===== src/hw/img_pkg.sv =====
`default_nettype none

package img_pkg;

    // ========================================
    // Data widths
    // ========================================
    typedef logic [15:0] word_t;
    typedef logic [11:0] pixel_t;
    // Upper half holds the sum of sums, lower half the running sum
    typedef logic [31:0] checksum_t;
    typedef logic [17:0] stat_count_t;

    // ========================================
    // Capture constants
    // ========================================
    localparam int PIXEL_CLASS_BITS = 7;
    localparam int FLETCHER_MOD = 65535;
    localparam int CHECKSUM_WORDS = 2;
    // Sampling grid counters wrap every 4
    localparam int GRID_STEP_BITS = 2;

    typedef enum logic [1:0] {
        PX_MIDTONE,
        PX_HIGHLIGHT,
        PX_SHADOW
    } pixel_class_t;

    // Class is decided by the top bits of the pixel only
    function automatic pixel_class_t classify_pixel(input pixel_t px);
        logic [PIXEL_CLASS_BITS-1:0] top;
        top = px[$bits(pixel_t)-1 -: PIXEL_CLASS_BITS];
        if (&top) begin
            return PX_HIGHLIGHT;
        end
        if (top == '0) begin
            return PX_SHADOW;
        end
        return PX_MIDTONE;
    endfunction

endpackage

`default_nettype wire


===== src/hw/buffer_port_if.sv =====
`default_nettype none
`timescale 1ns/1ns

interface buffer_port_if #(
    parameter int BLOCK_WORDS = 256
) ();

    localparam int ADDR_BITS = $clog2(BLOCK_WORDS);

    logic                 en;
    logic                 block;
    logic [ADDR_BITS-1:0] addr;
    logic [15:0]          data;

    // Write port, requester supplies the data
    modport wr_requester (output en, output block, output addr, output data);
    modport wr_memory    (input en, input block, input addr, input data);

    // Read port, memory returns data one cycle after en
    modport rd_requester (output en, output block, output addr, input data);
    modport rd_memory    (input en, input block, input addr, output data);

endinterface

`default_nettype wire


===== src/hw/fletcher_checksum.sv =====
`default_nettype none
`timescale 1ns/1ns

module fletcher_checksum import img_pkg::*; (
    input wire          clk,
    input wire          rst,
    input wire          clear,
    input wire          en,
    input word_t        din,
    output checksum_t   sum
);

    logic [15:0] sum_a;
    logic [15:0] sum_b;
    logic [15:0] next_a;

    // One conditional subtract is enough since both inputs stay below 2*mod
    function automatic logic [15:0] mod_add(input logic [15:0] x, input logic [15:0] y);
        logic [16:0] s;
        s = {1'b0, x} + {1'b0, y};
        if (s >= 17'(FLETCHER_MOD)) begin
            s = s - 17'(FLETCHER_MOD);
        end
        return s[15:0];
    endfunction

    assign next_a = mod_add(sum_a, din);

    always_ff @(posedge clk) begin
        if (rst || clear) begin
            sum_a <= '0;
            sum_b <= '0;
        end else if (en) begin
            sum_a <= next_a;
            // Sum of sums uses the updated running sum
            sum_b <= mod_add(sum_b, next_a);
        end
    end

    assign sum = {sum_b, sum_a};

endmodule

`default_nettype wire


===== src/hw/pixel_stats.sv =====
`default_nettype none
`timescale 1ns/1ns

module pixel_stats import img_pkg::*; (
    input wire              clk,
    input wire              rst,
    input wire              clear,
    input wire              en,
    input pixel_t           img_d,
    input wire              img_fv,
    input wire              img_lv,
    output stat_count_t     highlight_count,
    output stat_count_t     shadow_count
);

    // ========================================
    // Sampling grid position
    // ========================================
    logic [GRID_STEP_BITS-1:0] x_pos;
    logic [GRID_STEP_BITS-1:0] y_pos;
    logic                      lv_q;
    logic                      sample_q;
    pixel_t                    px_q;
    pixel_class_t              px_class;

    always_ff @(posedge clk) begin
        if (rst) begin
            x_pos <= '0;
            y_pos <= '0;
            lv_q <= 1'b0;
            sample_q <= 1'b0;
        end else begin
            lv_q <= img_lv;
            if (!img_lv) begin
                x_pos <= '0;
            end else begin
                x_pos <= x_pos + 1'b1;
            end
            // Next line starts on the falling edge of lv
            if (!img_fv) begin
                y_pos <= '0;
            end else if (lv_q && !img_lv) begin
                y_pos <= y_pos + 1'b1;
            end
            sample_q <= en && img_lv && (x_pos == '0) && (y_pos == '0);
        end
    end

    // Pixel is classified one cycle after it is sampled
    always_ff @(posedge clk) begin
        px_q <= img_d;
    end

    assign px_class = classify_pixel(px_q);

    // ========================================
    // Counters
    // ========================================
    always_ff @(posedge clk) begin
        if (rst || clear) begin
            highlight_count <= '0;
            shadow_count <= '0;
        end else if (sample_q) begin
            if (px_class == PX_HIGHLIGHT) begin
                highlight_count <= highlight_count + 1'b1;
            end
            if (px_class == PX_SHADOW) begin
                shadow_count <= shadow_count + 1'b1;
            end
        end
    end

endmodule

`default_nettype wire


===== src/hw/capture_sequencer.sv =====
`default_nettype none
`timescale 1ns/1ns

module capture_sequencer import img_pkg::*; #(
    parameter int HEADER_WORDS = 8,
    parameter int BLOCK_WORDS = 256,
    localparam int HDR_BITS = HEADER_WORDS * $bits(word_t),
    localparam int CNT_BITS = $clog2(BLOCK_WORDS + 1)
) (
    input wire                      clk,
    input wire                      rst,
    input wire                      start,
    input wire                      block,
    input wire [HDR_BITS-1:0]       header,
    input pixel_t                   img_d,
    input wire                      img_fv,
    input wire                      img_lv,
    buffer_port_if.wr_requester     wr,
    output logic                    done,
    output logic                    busy,
    output logic [CNT_BITS-1:0]     word_count,
    output stat_count_t             highlight_count,
    output stat_count_t             shadow_count
);

    localparam int ADDR_BITS = $clog2(BLOCK_WORDS);

    if (HEADER_WORDS + CHECKSUM_WORDS > BLOCK_WORDS) begin : g_size_check
        $error("capture_sequencer: header and checksum do not fit in a block");
    end

    typedef enum logic [2:0] {
        ST_IDLE,
        ST_CLEAR,
        ST_HEADER,
        ST_WAIT_FV_LOW,
        ST_WAIT_FV_HIGH,
        ST_FRAME,
        ST_CK_HIGH,
        ST_CK_LOW
    } state_t;

    state_t         state;
    logic [HDR_BITS-1:0] hdr_q;
    logic           blk_q;
    checksum_t      ck_q;
    checksum_t      ck_sum;
    logic           wr_en_c;
    word_t          wr_data_c;

    // ========================================
    // Control FSM
    // ========================================
    always_ff @(posedge clk) begin
        if (rst) begin
            state <= ST_IDLE;
            word_count <= '0;
        end else begin
            if (wr_en_c) begin
                word_count <= word_count + 1'b1;
            end
            case (state)
                ST_IDLE: if (start) state <= ST_CLEAR;
                ST_CLEAR: begin
                    word_count <= '0;
                    state <= ST_HEADER;
                end
                ST_HEADER: begin
                    if (word_count == CNT_BITS'(HEADER_WORDS - 1)) state <= ST_WAIT_FV_LOW;
                end
                // Skip any frame already in progress
                ST_WAIT_FV_LOW: if (!img_fv) state <= ST_WAIT_FV_HIGH;
                ST_WAIT_FV_HIGH: if (img_fv) state <= ST_FRAME;
                ST_FRAME: if (!img_fv) state <= ST_CK_HIGH;
                ST_CK_HIGH: state <= ST_CK_LOW;
                ST_CK_LOW: state <= ST_IDLE;
                default: state <= ST_IDLE;
            endcase
        end
    end

    // Header and block are latched with the command
    always_ff @(posedge clk) begin
        if (state == ST_IDLE && start) begin
            hdr_q <= header;
            blk_q <= block;
        end else if (state == ST_HEADER) begin
            hdr_q <= hdr_q << $bits(word_t);
        end
        if (state == ST_FRAME && !img_fv) begin
            ck_q <= ck_sum;
        end
    end

    // ========================================
    // Write port
    // ========================================
    always_comb begin
        wr_en_c = 1'b0;
        wr_data_c = '0;
        case (state)
            ST_HEADER: begin
                wr_en_c = 1'b1;
                wr_data_c = hdr_q[HDR_BITS-1 -: $bits(word_t)];
            end
            ST_FRAME: begin
                wr_en_c = img_fv && img_lv;
                wr_data_c = word_t'(img_d);
            end
            ST_CK_HIGH: begin
                wr_en_c = 1'b1;
                wr_data_c = ck_q[31:16];
            end
            ST_CK_LOW: begin
                wr_en_c = 1'b1;
                wr_data_c = ck_q[15:0];
            end
            default: ;
        endcase
    end

    assign wr.en = wr_en_c;
    assign wr.block = blk_q;
    assign wr.addr = word_count[ADDR_BITS-1:0];
    assign wr.data = wr_data_c;

    assign done = (state == ST_CK_LOW);
    assign busy = (state != ST_IDLE);

    // ========================================
    // Checksum and statistics
    // ========================================
    fletcher_checksum u_checksum (
        .clk   (clk),
        .rst   (rst),
        .clear (state == ST_CLEAR),
        .en    (wr_en_c && (state == ST_HEADER || state == ST_FRAME)),
        .din   (wr_data_c),
        .sum   (ck_sum)
    );

    pixel_stats u_stats (
        .clk             (clk),
        .rst             (rst),
        .clear           (state == ST_CLEAR),
        .en              (state == ST_FRAME),
        .img_d           (img_d),
        .img_fv          (img_fv),
        .img_lv          (img_lv),
        .highlight_count (highlight_count),
        .shadow_count    (shadow_count)
    );

    // Frame must fit in the block, otherwise the address would wrap
    a_addr_in_block: assert property (
        @(posedge clk) disable iff (rst) wr.en |-> word_count < CNT_BITS'(BLOCK_WORDS)
    ) else $error("capture_sequencer: write address beyond block");

endmodule

`default_nettype wire


===== src/flat_wrapper.sv =====
// flat-port wrapper written by rule: the top's interface ports become plain ports
module capture_sequencer_flat import img_pkg::*;
#(
    parameter int HEADER_WORDS = 8,
    parameter int BLOCK_WORDS = 256,
    localparam int HDR_BITS = HEADER_WORDS * $bits(word_t),
    localparam int CNT_BITS = $clog2(BLOCK_WORDS + 1)
)
  (clk, rst, start, block, header, img_d, img_fv, img_lv, done, busy, word_count, highlight_count, shadow_count, wr_en, wr_block, wr_addr, wr_data);
  buffer_port_if #(.BLOCK_WORDS(BLOCK_WORDS)) wr_i ();
  input wire clk;
  input wire rst;
  input wire start;
  input wire block;
  input wire [HDR_BITS-1:0] header;
  input pixel_t img_d;
  input wire img_fv;
  input wire img_lv;
  output logic done;
  output logic busy;
  output logic [CNT_BITS-1:0] word_count;
  output stat_count_t highlight_count;
  output stat_count_t shadow_count;
  output wire logic [$bits(wr_i.en)-1:0] wr_en;
  output wire logic [$bits(wr_i.block)-1:0] wr_block;
  output wire logic [$bits(wr_i.addr)-1:0] wr_addr;
  output wire logic [$bits(wr_i.data)-1:0] wr_data;
  assign wr_en = wr_i.en;
  assign wr_block = wr_i.block;
  assign wr_addr = wr_i.addr;
  assign wr_data = wr_i.data;
  capture_sequencer #(.HEADER_WORDS(HEADER_WORDS), .BLOCK_WORDS(BLOCK_WORDS)) u_core (.clk(clk), .rst(rst), .start(start), .block(block), .header(header), .img_d(img_d), .img_fv(img_fv), .img_lv(img_lv), .wr(wr_i), .done(done), .busy(busy), .word_count(word_count), .highlight_count(highlight_count), .shadow_count(shadow_count));
endmodule

===== config.mk =====
export PLATFORM = sky130hd
export DESIGN_NAME = capture_sequencer_flat
export DESIGN_NICKNAME = d
export VERILOG_FILES = /design/src/hw/img_pkg.sv /design/src/hw/buffer_port_if.sv /design/src/hw/fletcher_checksum.sv /design/src/hw/pixel_stats.sv /design/src/hw/capture_sequencer.sv /design/src/flat_wrapper.sv
export SDC_FILE = /design/constraint.sdc
export NUM_CORES = 1
export LEC_CHECK = 0
export ABC_AREA = 1
export ABC_CLOCK_PERIOD_IN_PS = 14530
export BUFFER_PORTS_ARGS = -buffer_cell sky130_fd_sc_hd__buf_4
export CELL_PAD_IN_SITES_DETAIL_PLACEMENT = 1
export CELL_PAD_IN_SITES_GLOBAL_PLACEMENT = 2
export CORE_MARGIN = 1
export CORE_UTILIZATION = 33
export CTS_CLUSTER_SIZE = 20
export DETAILED_ROUTE_END_ITERATION = 8
export GPL_ROUTABILITY_DRIVEN = 1
export PLACE_DENSITY_LB_ADDON = 0.1
export SETUP_SLACK_MARGIN = 0.5
export SLEW_MARGIN = 10
export SYNTH_ARGS = -nofsm -noshare
export SYNTH_HDL_FRONTEND = slang
export SYNTH_SLANG_ARGS = --single-unit

===== constraint.sdc =====
create_clock -name clk -period 14.53 [get_ports clk]
set_clock_uncertainty 0.1 [all_clocks]
set_input_delay 1.453 -clock clk [delete_from_list [all_inputs] [get_ports clk]]
set_output_delay 1.453 -clock clk [all_outputs]
set_load 0.01 [all_outputs]

## After elaboration in Yosys (flattened, before gate mapping)

Cells that the tools add are included.

- Add/subtract/negate cells: 9
- Magnitude comparators: 2
- Eq/ne operators: 15
- Muxes and demuxes: 19
- Bitwise gates (word level): 2
- Reductions and logical operators: 26

Operators with widths:

| cell | number |
|---|---|
| $mux 128 | 2 |
| $pmux 16 s4 | 1 |
| $add 18x1->18 const B | 2 |
| $add 16x16->17 | 2 |
| $ge 17x16->1 const B | 2 |
| $mux 16 | 2 |
| $sub 16x16->16 const B | 2 |
| $pmux 3 s8 | 1 |
| $mux 3 | 5 |
| $eq 3x3->1 const B | 4 |
| $add 9x1->9 const B | 1 |
| $eq 9x3->1 const B | 1 |
| $logic_and 1x1->1 | 8 |
| $mux 2 | 4 |
| $ne 2x2->1 const B | 4 |
| $logic_not 7->1 | 1 |
| $reduce_and 7->1 | 1 |
| $eq 3x2->1 const B | 2 |
| $reduce_or 2->1 | 3 |
| $reduce_and 5->1 | 1 |
| $add 2x1->2 const B | 2 |
| $logic_not 2->1 | 2 |
| $reduce_and 2->1 | 2 |
| $eq 3x1->1 const B | 1 |
| other kinds (12) | 17 |

- Bits in registers: 259

## Depth between registers and ports, before layout

Gate-level depths: netlist of run 1.

- Word-level depth: 8
- Gate-level depth with buffers: 45
- Depth with buffers taken out: 43

## Hierarchy

A second synthesis of run 1 with hierarchy kept.

- Cells, all modules: 1919
- Area, all modules: 14381.3 um^2

Modules (own cells, without submodules):

| module | instances | cells an instance | area each (um^2) |
|---|---|---|---|
| capture_sequencer | 1 | 747 | 7522.2 |
| fletcher_checksum | 1 | 825 | 4513.1 |
| pixel_stats | 1 | 347 | 2346.0 |

## Least setup slack after synthesis of run 1

OpenSTA, ideal clock, no wires.

- Path type: register -> register
- From: reg u_core.state[1]
- To: reg u_core.hdr_q[0], enable pin
- Data arrival time: 9.517 ns
- Required time: 13.638 ns
- Slack: 4.121 ns
- Stages on the path, launching flop included: 5
- Buffers on the path: 0
- Period minus slack after synthesis: 10.409 ns
- Cells stage by stage: dfxtp_1 > inv_1 > nor2_1 > inv_1 > o21ai_0

- Word-level cells in the longest chain between the ends: 3

RTL lines:

| element | line | RTL |
|---|---|---|
| start, declared | capture_sequencer.sv:43 | `state_t state;` |
| start signal, assigned | capture_sequencer.sv:56 | `state <= ST_IDLE;` |
| start signal, assigned | capture_sequencer.sv:63 | `ST_IDLE: if (start) state <= ST_CLEAR;` |
| start signal, assigned | capture_sequencer.sv:66 | `state <= ST_HEADER;` |
| $logic_not 3->1 | capture_sequencer.sv:84 | `if (state == ST_IDLE && start) begin` |
| $logic_and 1x1->1 | capture_sequencer.sv:84 |  |
| $reduce_bool 2->1 (no source line) * | n/a |  |
| end signal, assigned | capture_sequencer.sv:85 | `hdr_q <= header;` |
| end signal, assigned | capture_sequencer.sv:88 | `hdr_q <= hdr_q << $bits(word_t);` |
| end, declared | capture_sequencer.sv:44 | `logic [HDR_BITS-1:0] hdr_q;` |

Every way passes the cells marked *; elsewhere a longest branch is shown, timed or not.
A chain may end at the register's enable or synchronous reset.

## Worst setup path in the final report of run 1

- From: reg u_core.state[2]
- To: reg u_core.u_checksum.sum_b[6]

- Word-level cells in the longest chain between the ends: 8

RTL lines:

| element | line | RTL |
|---|---|---|
| $eq 3x3->1 / $eq 3x2->1 (equally long branches) | capture_sequencer.sv:101 | `case (state)` |
| $pmux 16 s4 * | capture_sequencer.sv:101 |  |
| $add 16x16->17 * | fletcher_checksum.sv:20 | `s = {1'b0, x} + {1'b0, y};` |
| $sub 16x16->16 / $ge 17x16->1 (equally long branches) | fletcher_checksum.sv:22, fletcher_checksum.sv:21 |  |
| $mux 16 * | fletcher_checksum.sv:21 | `if (s >= 17'(FLETCHER_MOD)) begin` |
| via u_core.u_checksum.next_a[0] | fletcher_checksum.sv:15 | `logic [15:0] next_a;` |
| $add 16x16->17 * | fletcher_checksum.sv:20 |  |
| $sub 16x16->16 / $ge 17x16->1 (equally long branches) | fletcher_checksum.sv:22, fletcher_checksum.sv:21 |  |
| $mux 16 * | fletcher_checksum.sv:21 |  |
| end signal, assigned | fletcher_checksum.sv:36 | `sum_b <= mod_add(sum_b, next_a);` |
| end, declared | fletcher_checksum.sv:14 | `logic [15:0] sum_b;` |

The timed path passes the listed nets; every way through them passes the cells marked *.

==> flow_results.org, run 1 <==
** Status
- Outcome :: finished clean

** Worst hold path
- HP Class :: reg2reg

** Routing
- Final WL :: 43200 um
- The detail route stage leaves a number of antenna-violating nets equal to 0.
- For this run, the detailed router's first-pass iteration total came to 5.
- Post-route DRC :: 0
- Routed length per placed instance :: 17.1 um
- Detailed routing inserted a total of 12000 vias.
- Initial detailed-routing violation count :: 648
- Dividing the detail-routed via count by the number of cells gives 4.74.

** Clock network
- In this run, post-CTS repair resized a total of 0 instances.
- TritonCTS built the clock tree.
- In this run the number of H-tree levels came out at 1.
- Clock edge transition at the registers on the reported setup and hold paths :: 0.06 ns
- Number of buffers on the longest clock path :: 3
- Clock Latency Late Sink :: 0.59 ns
- # hold bufs at CTS :: 0
- Num CTS Buffers :: 31
- The tree is rooted in a sky130_fd_sc_hd__clkbuf_16.
- CTS saw 254 sinks.
- Buffers added to address setup during post-CTS repair amount to 0.

** STA
- The final number of max-transition violations came to 0.
- The worst path meets setup with 7.06 ns of slack.
- In the finished design, the share of the clock period the worst path needs comes to 51.4%.
- Fmax :: 134 MHz
- Setup repair after global routing left no endpoint under its margin.
- Setup-failing EPs final :: 0
- In this run the tightest slew margin relative to its limit is 23.2%.
- Final TNS setup :: 0 ns
- Time the worst path needs with I/O delays and setup :: 7.47 ns
- Endpoints failing hold :: 0
- Pin slew with the least headroom to its limit :: 1.15 ns

** Yosys
- After synthesis the cells add up to 13600 um2.
- Cell with the most instances after synthesis :: sky130_fd_sc_hd__nand2_1
- Post-synth top flop :: sky130_fd_sc_hd__edfxtp_1
- In this run, synthesis produced a sequential element count of 254.
- A synthesized cell averages 7.74 um2.
- Net count after synthesis :: 1950
- Number of warnings printed during yosys synthesis :: 0
- Post-synth EDFFs :: 161
- Number of distinct standard cells referenced by the synthesized netlist :: 45
- Share of the synthesized area in the top cell type :: 35.4%
- Of all cell types, the one taking the most synthesized area is sky130_fd_sc_hd__edfxtp_1.
- Gate Count Post-Synth :: 1763
- Summing the sequential cell areas from Yosys gives 49.1% of the chip area.
- By count the netlist is led by sky130_fd_sc_hd__nand2_1, sky130_fd_sc_hd__inv_1, sky130_fd_sc_hd__edfxtp_1.
- Top cells by area, synth :: sky130_fd_sc_hd__edfxtp_1, sky130_fd_sc_hd__nand2_1, sky130_fd_sc_hd__dfxtp_1
- FFs w/ async S/R, synth :: 0%

** Global route
- For this run, global-route usage on met1 was measured as 27.1%.
- Initial antenna violation count :: 5
- The number of global-route vias before repair was 12000.
- The first global-routing pass estimated 66300 um of wire.
- Total track usage :: 20.3%
- For this run, global-route usage on met2 was measured as 33.5%.
- Most Used Layer, Global Route :: met2
- Global routing consumed, on the met3 layer, 3.98% of the routing resources.
- Entering global routing, the biggest net connects 114 pins.
- Summed over all layers, the global routing overflow is 0.

** Power
- Net switching is 38.7% of the power.
- Of the total power, the clock network draws 24.2%.
- Sequential cells burn 38.9% of the power.
- Cell internal power was estimated by the tool at 1910 uW.
- Summed over all nets, the switching power comes to 1210 uW.
- Dividing total power by cell area gives a power density of 186 nW/um2.
- VDD sags by at most 105 uV.
- Gate power share :: 36.8%
- Static leakage :: 0.00777 uW

** Place
- After detailed placement, the design holds a cell count of 2461.
- Area post-placement :: 15700 um2
- Weighted congestion at the end of routability-driven global placement :: 0.850
- Before CTS, the worst setup slack after placement is 6.85 ns.
- The count of buffers added on input and output ports is 218.
- Detailed placement finished with a half-perimeter wire length of 32800 um.

** Final layout
- After routing the design area is 16800 um2.
- Ratio of cells with drive above 1 in the final layout :: 15.8%
- Synth-to-layout area growth :: 22.7%
- Net total in the final layout :: 2149
- The layout has 5038 filler cells.
- Core utilization of the finished layout :: 41.0%
- Number of standard cells in the layout, taps in and fillers out :: 2525

** Critical path
- Crit end category :: register
- Critical path data required time :: 14.89 ns
- Delay of the slowest critical-path stage :: 0.88 ns
- The setup path with the least slack is of type reg2reg.
- At the worst endpoint, the arrival time is 7.83 ns.
- On the critical path, the stage with the largest delay is an instance of sky130_fd_sc_hd__nor2_1.
- Among the stages of the critical path, the cell type that occurs most often is sky130_fd_sc_hd__nand2_1.
- Along the worst path, the maximum fanout reaches 29.
- STA classifies the critical path startpoint as a register.

** Floorplanning
- Initial core utilization :: 33.4%
- Total Die Area :: 42200 um2
- Die X :: 205 um
- Placement Rows :: 74
- Io pins :: 219
- In this run the standard cell core region covers 40800 um2.
- In this run the vertical extent of the chip is 205 um.

** Job
- Across the run, the number of max-cap violations was 0.
## power by group through the flow
stage,clock [uW],combinational [uW],sequential (uW)
after floorplan,0,786,1250
after global placement,0,1150,1220
after detailed placement,0,1160,1230
after CTS,778,1160,1220
after global routing,803,1300,1240
final,755,1150,1210
## worst paths after layout
check	from	end	slack, ns	cells past startpoint
setup reg to reg	u_core.state[2]	u_core.u_checksum.sum_b[6]	7.06	33
hold reg to reg	u_core.u_stats.x_pos[0]	u_core.u_stats.x_pos[0]	0.32	1
setup / recovery	u_core.state[2]	u_core.u_checksum.sum_b[6]	7.06	33
hold / removal	u_core.u_stats.x_pos[0]	u_core.u_stats.x_pos[0]	0.32	1
## logic make-up after synthesis
logic type / count (synthesis) / synth area share (%)
XOR/XNOR: 22 / 1.47
AO/OA/AOI/OAI: 174 / 7.06
buffers and inverters: 285 / 8.32
flip-flops: 254 / 49.1
adder cells (fa/ha/maj): 41 / 3.87
AND/OR/NAND/NOR: 987 / 30.2
## worst max-delay path, delay by kind of cell (launching register included)
| family | cells | cell delay, ns |
|---|---|---|
| AND/OR/NAND/NOR | 19 | 3.58 |
| adder cells (fa/ha/maj) | 4 | 1.20 |
| AO/OA/AOI/OAI | 5 | 1.48 |
| buffers and inverters | 5 | 0.49 |
| flip-flops | 1 | 0.47 |
## sequential cells by signal, summed over array words and instances, names as in the netlist, 7 cells and up
register and cells:
u_core.hdr_q 128, u_core.u_checksum.sum_b 16, u_core.u_stats.px_q 7, u_core.u_stats.shadow_count 18, u_core.word_count 9, u_core.ck_q 32, u_core.u_stats.highlight_count 18, u_core.u_checksum.sum_a 16
## placed cells by master, fill, tap and decap left out, drive strengths merged, types with 3 or more instances in the layout
| cell type | instances |
|---|---|
| nor4 | 3 |
| a21oi | 74 |
| clkinv | 12 |
| inv | 224 |
| dfxtp | 93 |
| nor2 | 122 |
| a22oi | 12 |
| nand3b | 7 |
| nand3 | 102 |
| o21a | 7 |
| xor2 | 16 |
| o21ai | 70 |
| nand2 | 684 |
| buf | 226 |
| nor3 | 21 |
| clkbuf | 44 |
| edfxtp | 161 |
| and2 | 3 |
| nand4 | 36 |
| diode | 6 |
| o211ai | 5 |
| nor3b | 4 |
| ha | 39 |
| xnor2 | 6 |
## routing by layer
metal | share of wire [%] | up-vias
li1 | - | 6085
met2 | 46 | 233
met4 | 2.2 | 2
met3 | 5.4 | 56
met5 | 0.039 | -
met1 | 46 | 5587
## metrics by stage
step | hold slack [ns] | power, uW
detailed placement | 0.314 | 2390
finish | 0.321 | 3120
CTS | 0.322 | 3160
global route | 0.342 | 3340
floorplan | 0.298 | 2040
global placement | 0.311 | 2370
## layout make-up
type	count	area, um2	area share, %
Multi-Input combinational cell	1224	5840	34.9
Timing Repair Buffer	226	1700	10.1
Antenna cell	6	15.0	0.0896
Sequential cell	254	6700	40.0
Clock inverter	14	134	0.799
Tap cell	532	666	3.97
Inverter	225	846	5.05
Clock buffer	44	856	5.11
Power figures use the tool's default switching activity.
==> run 2: changes to the inputs <==
--- a/config.mk
+++ b/config.mk
@@ -5,13 +5,13 @@
 export SDC_FILE = /design/constraint.sdc
 export NUM_CORES = 1
 export LEC_CHECK = 0
-export ABC_AREA = 1
-export ABC_CLOCK_PERIOD_IN_PS = 14530
+export ABC_AREA = 0
+export ABC_CLOCK_PERIOD_IN_PS = 7400
 export BUFFER_PORTS_ARGS = -buffer_cell sky130_fd_sc_hd__buf_4
 export CELL_PAD_IN_SITES_DETAIL_PLACEMENT = 1
 export CELL_PAD_IN_SITES_GLOBAL_PLACEMENT = 2
 export CORE_MARGIN = 1
-export CORE_UTILIZATION = 33
+export CORE_UTILIZATION = 37
 export CTS_CLUSTER_SIZE = 20
 export DETAILED_ROUTE_END_ITERATION = 8
 export GPL_ROUTABILITY_DRIVEN = 1
==> constraint.sdc (replaced) <==
create_clock -name clk -period 7.4 [get_ports clk]
set_clock_uncertainty 0.1 [all_clocks]
set_input_delay 0.74 -clock clk [delete_from_list [all_inputs] [get_ports clk]]
set_output_delay 0.74 -clock clk [all_outputs]
set_load 0.01 [all_outputs]
==> flow_results.org, run 2 <==
** Critical path
- Setup slack of the most critical reg-to-reg path :: 0.52 ns (-6.54 ns)
- Crit Reg-Reg Endpoint :: u_core.u_checksum.sum_b[8]
- Launch instance of the worst register-to-register path :: u_core.state[0]
- The data required time at the worst endpoint came to 7.73 ns (-7.16 ns).
- The depth of the most critical reg-to-reg path was 29 (-12%).
- Master of the slowest instance on the critical path :: sky130_fd_sc_hd__dfxtp_4
- Crit end category :: register
- The worst endpoint data arrival time is 7.20 ns (-0.63 ns).
- The biggest cell delay along the critical path is 0.43 ns (-0.45 ns).
- The worst setup path is launched from a register.
- Critical path class :: reg2reg
- Counting stages on the worst path, the most repeated cell is sky130_fd_sc_hd__nand4_1.
- The largest driver fanout on the critical path came to 7 (-76%).
- Tracing the worst setup path back leads to its startpoint at u_core.state[0].

** Routing
- Initial detailed-routing violation count :: 394 (-39%)
- The post-detailed-routing wire length is 38100 um (-12%).
- The detailed-route via count was 10100 (-15%).
- Routed length per placed instance :: 19.5 um (+14%)
- Post-route DRC :: 0 (unchanged)
- The average vias per placed instance is 5.17 (+9.2%).
- Remaining antenna violation count :: 0 (unchanged)
- Detailed-router iteration count before antenna repair :: 4 (-1)

** Power
- The cell area power density was 346 nW/um2 (+86%).
- The maximum resistive drop on vdd was 185 uV (+77%).
- Overall power of the completed layout :: 6080 uW (+95%)
- Static leakage :: 0.00710 uW (-8.6%)

** Yosys
- The flip-flop and latch count after synthesis is 254 (unchanged).
- Leading post-synthesis cells by instance count :: sky130_fd_sc_hd__edfxtp_1, sky130_fd_sc_hd__mux2_2, sky130_fd_sc_hd__nor2_1
- Post-Synthesis Cell Area :: 13000 um2 (-5.1%)
- FFs w/ async S/R, synth :: 0% (unchanged)
- In the synthesized netlist the dominant register cell turns out to be sky130_fd_sc_hd__edfxtp_1.
- Gate Count Post-Synth :: 1145 (-35%)
- Summed over all instances, the cell type with the most area after synthesis is sky130_fd_sc_hd__edfxtp_1.
- Number of distinct standard cells referenced by the synthesized netlist :: 83 (+84%)
- Seq/Total Area, Yosys :: 51.7% (+2.6 points)
- Post-synth EDFFs :: 161 (unchanged)
- Among all cell types in the netlist, the one instantiated most often is sky130_fd_sc_hd__edfxtp_1.
- Number of warnings printed during yosys synthesis :: 0 (unchanged)
- Average size of a mapped cell :: 11.3 um2 (+46%)
- Net count after synthesis :: 1332 (-32%)
- Yosys attributes the largest share of cell area to sky130_fd_sc_hd__edfxtp_1, sky130_fd_sc_hd__dfxtp_1, sky130_fd_sc_hd__mux2_2.
- Share of the synthesized area in the top cell type :: 37.3% (+1.9 points)

** Global route
- The number of global-route vias before repair was 10200 (-15%).
- In this run the most used layer during global routing was met2.
- The maximum number of pins on one net before global-route repair was 84 (-26%).
- The met3 capacity usage during global routing came to 4.02% (+0.047 points).
- The residual overflow from global routing was 0 (unchanged).
- The number of antenna violations at the first check in global routing was 0 (-5).
- Global-route wire length before repair :: 57000 um (-14%)
- Total track usage :: 20.4% (+0.029 points)
- Met2 Track Usage GR :: 34.8% (+1.2 points)
- GR Util met1 :: 26.3% (-0.81 points)

** Status
- Outcome :: finished clean

** Final layout
- The net count of the finished layout is 1663 (-23%).
- Commonest non-fill, non-tap cell in the layout :: sky130_fd_sc_hd__buf_4
- The antenna diode count was 0 (-6).
- Largest registers ranked by flip-flop count :: u_core.hdr_q x128, u_core.ck_q x32
- Commonest cells after routing, fill and taps aside :: sky130_fd_sc_hd__buf_4, sky130_fd_sc_hd__edfxtp_1, sky130_fd_sc_hd__mux2_2
- Flip-flop count of the largest register, all copies and words added :: 128 (unchanged)
- Synth-to-layout area growth :: 35.8%
- Ratio of cells with drive above 1 in the final layout :: 42.1% (+26 points)
- Counting flops per register, the top entry is u_core.hdr_q.

** STA
- Pin slew with the least headroom to its limit :: 1.07 ns (-0.0847 ns)
- Max_slew headroom :: 28.8% (+5.6 points)
- The hold violation total from the final report came to 0 (unchanged).
- Fmax :: 145 MHz (+8.6%)
- Min Hold Slack :: 0.184 ns (-0.136 ns)
- Time the worst path needs with I/O delays and setup :: 6.88 ns (-0.589 ns)
- The setup TNS was 0 ns (unchanged).
- Pins over their slew limit :: 0 (unchanged)
- The setup violation total in the final timing report came to 0 (unchanged).
- The share of the clock period used by the worst path after layout was 92.9% (+42 points).
- Setup repair after global routing could not meet its margin everywhere.

** Clock network
- Number of buffers on the longest clock path :: 3 (unchanged)
- Clock Tree Root :: sky130_fd_sc_hd__clkbuf_16
- # hold bufs at CTS :: 0 (unchanged)
- H-tree Lvls :: 1 (unchanged)
- TritonCTS built the clock tree.
- The clock-pin slew on the worst setup and hold paths came to 0.06 ns (about the same).
- The clock buffer count from CTS was 31 (unchanged).
- Clk sink count :: 254 (unchanged)
- Clock Latency Late Sink :: 0.58 ns (about the same)

** Floorplanning
- Core box area :: 34500 um2 (-16%)
- The I/O pin count was 219 (unchanged).
- The horizontal extent of the die is 189 um (-7.9%).
- Vertical extent of the die :: 189 um (-7.9%)
- The area of the die came to 35800 um2 (-15%).
- Placement Rows :: 68 (-8.1%)
- The effective utilization at floorplan is 37.6% (+4.2 points).

** Job
- The count of max-cap constraint violations was 0 (unchanged).

** Place
- The last weighted congestion value of the routability-driven placer is 0.828 (-2.6%).
- The half-perimeter wire length after detailed placement was 27000 um (-18%).
- The number of port buffers is 218 (unchanged).

** Worst hold path
- Critical hold path startpoint :: img_d[8]
- HP Class :: in2reg
- Worst Hold Path EP :: u_core.u_stats.px_q[8]
- Hold Path Stages :: 1 (unchanged)
## run 2: changes by cell type in the layout (fill, tap and decap cells not counted), sizes merged, moves of 17 or more
cell,before,now
and2,3,26
and3,2,19
buf,226,357
inv,224,22
mux2,0,125
nand2,684,81
nand3,102,26
nand4,36,18
nor2,122,102
o21ai,70,46
xnor2,6,27
xor2,16,53
## run 2: repair_timing
item | in CTS | in global routing
setup endpoints to repair | 16 | 16
gates cloned | 0 | 1
resized for setup | 42 | 78
buffers inserted | 26 | 24
pin swaps | 27 | 57
## run 2: worst max-delay path by stage
| stage | cells past startpoint | endpoint | slack [ns] |
|---|---|---|---|
| final | 29 | u_core.u_checksum.sum_b[8] | 0.52 |
| after global routing | 29 | u_core.u_checksum.sum_b[8] | 0.22 |
| after CTS | 28 | u_core.u_checksum.sum_b[3] | 0.50 |
| after detailed placement | 24 | u_core.u_checksum.sum_b[8] | -0.10 |
| after global placement | 27 | u_core.u_checksum.sum_b[14] | 0.08 |
| after floorplan | 28 | u_core.u_checksum.sum_b[9] | 0.51 |
## run 2: worst max-delay path: cells and delay by family, from the launching register on
| kind | cells | cell delay (ns) |
|---|---|---|
| xor+xnor | 2 | 0.28 |
| compound gates | 8 | 2.05 |
| flops | 1 | 0.43 |
| buf+inv | 5 | 0.73 |
| simple gates | 11 | 2.09 |
| mux | 1 | 0.33 |
| fa+ha+maj | 2 | 0.69 |
## run 2: power breakdown
group / total [uW] / internal, uW / switching [uW]
logic: 2320 / 1110 / 1210
registers: 2200 / 2050 / 154
clock network: 1560 / 944 / 619
## run 2: metrics by stage
stage	cell area [um2]	setup slack, ns	util (%)	instances
floorplan	13000	0.508	-	1145
global placement	15600	0.0765	45.2	1847
detailed placement	15600	-0.101	45.2	1847
CTS	17000	0.501	49.4	1931
global route	17600	0.224	51.1	1956
finish	17600	0.523	51.1	1956
## run 2: cells by family (layout without fill, tap and decap cells)
group | after synthesis | count (layout) | synth area share, %
adder cells (fa/ha/maj) | 41 | 41 | 4.08
XOR/XNOR | 80 | 80 | 5.47
AO/OA/AOI/OAI | 204 | 204 | 10.7
multiplexers | 133 | 133 | 11.5
buffers and inverters | 82 | 438 | 3.03
AND/OR/NAND/NOR | 351 | 351 | 13.6
flip-flops | 254 | 254 | 51.7
## run 2: cell type report
class,instances,area [um2]
Fill cell,3683,16900
Sequential cell,254,6700
Multi-Input combinational cell,809,6410
Timing Repair Buffer,359,2790
Clock buffer,37,798
Tap cell,455,569
Clock inverter,21,244
Inverter,21,78.8
## run 2: per-layer routing
layer	wire length, um	part of all wire (%)
met5	0	0
met4	812	2.1
met3	2090	5.5
met2	18900	50
met1	16300	43
==> run 3: changes to the inputs <==
--- a/config.mk
+++ b/config.mk
@@ -11,7 +11,7 @@
 export CELL_PAD_IN_SITES_DETAIL_PLACEMENT = 1
 export CELL_PAD_IN_SITES_GLOBAL_PLACEMENT = 2
 export CORE_MARGIN = 1
-export CORE_UTILIZATION = 37
+export CORE_UTILIZATION = 35
 export CTS_CLUSTER_SIZE = 20
 export DETAILED_ROUTE_END_ITERATION = 8
 export GPL_ROUTABILITY_DRIVEN = 1
==> flow_results.org, run 3 (same netlist as run 2, synthesis figures left out) <==
** Status
- Outcome :: finished clean

** Place
- Buffers added on ports :: 218 (unchanged)
- The cell area reported after detailed placement was 15500 um2 (-0.55%).
- Weighted congestion at the end of routability-driven global placement :: 0.824 (-0.47%)
- DPL Wire Length :: 27700 um (+2.6%)

** Clock network
- The number of sinks on the clock net came to 254 (unchanged).
- Clock tree from TritonCTS :: built
- The maximum root-to-sink buffer count is 3 (unchanged).
- Clock Latency Late Sink :: 0.56 ns (-0.02 ns)
- Num CTS Buffers :: 31 (unchanged)
- Clock edge transition at the registers on the reported setup and hold paths :: 0.06 ns (about the same)
- Clock Tree Root :: sky130_fd_sc_hd__clkbuf_16
- The number of levels the H-tree was split into is 1 (unchanged).

** Critical path
- The worst setup path is captured at a register.
- The critical path is of the reg2reg type.
- Critical path data required time :: 7.72 ns (about the same)
- Master of the slowest instance on the critical path :: sky130_fd_sc_hd__or4_1
- The biggest cell delay along the critical path was 0.45 ns (+0.02 ns).
- Startpoint kind of the worst setup timing path :: register
- The largest driver fanout on the critical path was 7 (unchanged).
- The worst endpoint data arrival time was 7.11 ns (-0.09 ns).

** Final layout
- More flip-flops sit in one register than any other, and that register is u_core.hdr_q.
- The top cell types in the final layout, fill and taps aside, are sky130_fd_sc_hd__buf_4, sky130_fd_sc_hd__edfxtp_1, sky130_fd_sc_hd__mux2_2.
- The net count of the finished layout was 1636 (-1.6%).
- The antenna diode count is 0 (unchanged).
- Commonest non-fill, non-tap cell in the layout :: sky130_fd_sc_hd__buf_4
- The share of post-route cells with drive strength above 1 was 41.3% (-0.76 points).
- Flip-flop count of the largest register, all copies and words added :: 128 (unchanged)
- Summed area of non-filler cells in the final layout :: 17300 um2 (-1.5%)
- Largest registers ranked by flip-flop count :: u_core.hdr_q x128, u_core.ck_q x32
- Synth-to-layout area growth :: 33.8%
- The number of fill cells in the layout was 3922 (+6.5%).

** STA
- Time the worst path needs with I/O delays and setup :: 6.79 ns (-0.0880 ns)
- The pin slew with the least headroom to its limit was 0.946 ns (-0.122 ns).
- Setup repair after global routing left no endpoint under its margin.
- The worst hold margin came to 0.212 ns (+0.0273 ns).
- The setup violation total in the final timing report was 0 (unchanged).
- Fmax :: 147 MHz (+1.3%)
- Endpoints failing hold :: 0 (unchanged)
- The max-slew headroom at the worst pin is 36.9% (+8.1 points).
- The share of the clock period used by the worst path after layout is 91.7% (-1.2 points).
- The final number of max-transition violations came to 0 (unchanged).

** Power
- The maximum resistive drop on vdd was 223 uV (+21%).
- Static leakage :: 0.00695 uW (-2.2%)
- The cell area power density is 345 nW/um2 (-0.21%).
- The total power was 5980 uW (-1.7%).

** Floorplanning
- The area of the die was 37800 um2 (+5.7%).
- The I/O pin count was 219 (unchanged).
- The core area was 36500 um2 (+6.0%).
- The height of the die was 194 um (+2.8%).
- Die X :: 194 um (+2.8%)
- Initial core utilization :: 35.5% (-2.1 points)
- Placement Rows :: 70 (+2.9%)

** Routing
- Post-route DRC :: 0 (unchanged)
- The post-detailed-routing wire length is 38100 um (about the same).
- Initial detailed-routing violation count :: 360 (-8.6%)
- The average vias per placed instance came to 5.11 (-1.3%).
- Detailed-router iteration count before antenna repair :: 5 (+1)
- The routed wirelength normalized by instance count came to 19.6 um (+0.77%).
- The number of routed nets with antenna violations is 0 (unchanged).
- The detailed-route via count is 9912 (-2.0%).

** Global route
- The wire length of the first global-routing pass was 57700 um (+1.2%).
- The maximum number of pins on one net before global-route repair is 77 (-8.3%).
- Total overflow reported by the global router :: 0 (unchanged)
- Total track usage :: 19.4% (-0.94 points)
- The number of antenna violations at the first check in global routing was 0 (unchanged).
- Via count of the first global-routing pass :: 10200 (-0.69%)

** Worst hold path
- In this run the worst hold path is classified as in2reg.

** Job
- The count of max-cap constraint violations is 0 (unchanged).
==> run 3: cell types whose count changed in the layout (fill, tap and decap cells not counted), sizes merged <==
| cell | delta |
|---|---|
| inv | -1 |
| clkinvlp | +2 |
| buf | -27 |
| bufinv | -3 |
| clkinv | -2 |
| clkbuf | +3 |
==> run 3: repair_timing <==
item	in CTS	in global routing
hold buffers	0	0
cloned	0	2
buffers inserted	2	35
gates resized for setup	25	82
pin swaps	6	40
endpoints found under the setup margin	16	16
endpoints found under the hold margin	0	0
==> run 3: worst paths after layout <==
kind | to | depth (start not counted) | slack (ns) | from
setup reg to reg | u_core.u_checksum.sum_b[6] | 28 | 0.61 | u_core.state[0]
setup / recovery | u_core.u_checksum.sum_b[6] | 28 | 0.61 | u_core.state[0]
hold reg to reg | u_core.ck_q[15] | 0 | 0.36 | u_core.u_checksum.sum_a[15]
hold / removal | u_core.u_stats.px_q[7] | 1 | 0.21 | img_d[7]
==> run 3: layout make-up <==
class	count	area, um2	area share [%]
inverter	21	82.6	0.477
multi-input combinational	809	6320	36.5
sequential	254	6700	38.7
clock inverter	17	148	0.852
clock buffer	40	895	5.16
timing repair buffer	332	2590	15.0
tap	468	586	3.38
==> run 3: stage by stage <==
stage | setup WS, ns | std cells | setup TNS, ns | util [%]
finish | 0.611 | 1941 | 0 | 47.4
global route | 0.299 | 1941 | 0 | 47.4
CTS | 0.503 | 1904 | 0 | 45.7
detailed placement | -0.0253 | 1845 | -0.0253 | 42.5
global placement | 0.164 | 1845 | 0 | 42.5
floorplan | 0.508 | 1145 | 0 | -
==> run 3: report_power, final <==
group	leakage, uW	total, uW	switching, uW	internal (uW)
clock network	0.000525	1530	611	919
logic	0.00412	2260	1200	1060
registers	0.00230	2190	142	2050
total	0.00695	5980	1950	4030
==> run 3: worst max-delay path, delay by kind of cell (launching register included) <==
| family | cells | cell delay, ns |
|---|---|---|
| and+or+nand+nor | 8 | 1.89 |
| DFF | 1 | 0.42 |
| muxes | 1 | 0.36 |
| buffers and inverters | 3 | 0.39 |
| xor gates and xnor gates | 3 | 0.59 |
| AOI/OAI and AO/OA | 9 | 1.76 |
| adders and majority gates | 4 | 1.12 |
==> run 3: layer usage <==
metal  GRT usage, %  wire length, um  vias up
li1               -                -     4804
met1           24.6            16300     4851
met2           33.4            18600      199
met3           4.32             2190       58
met4           5.14             1060        0
met5              0                0        -
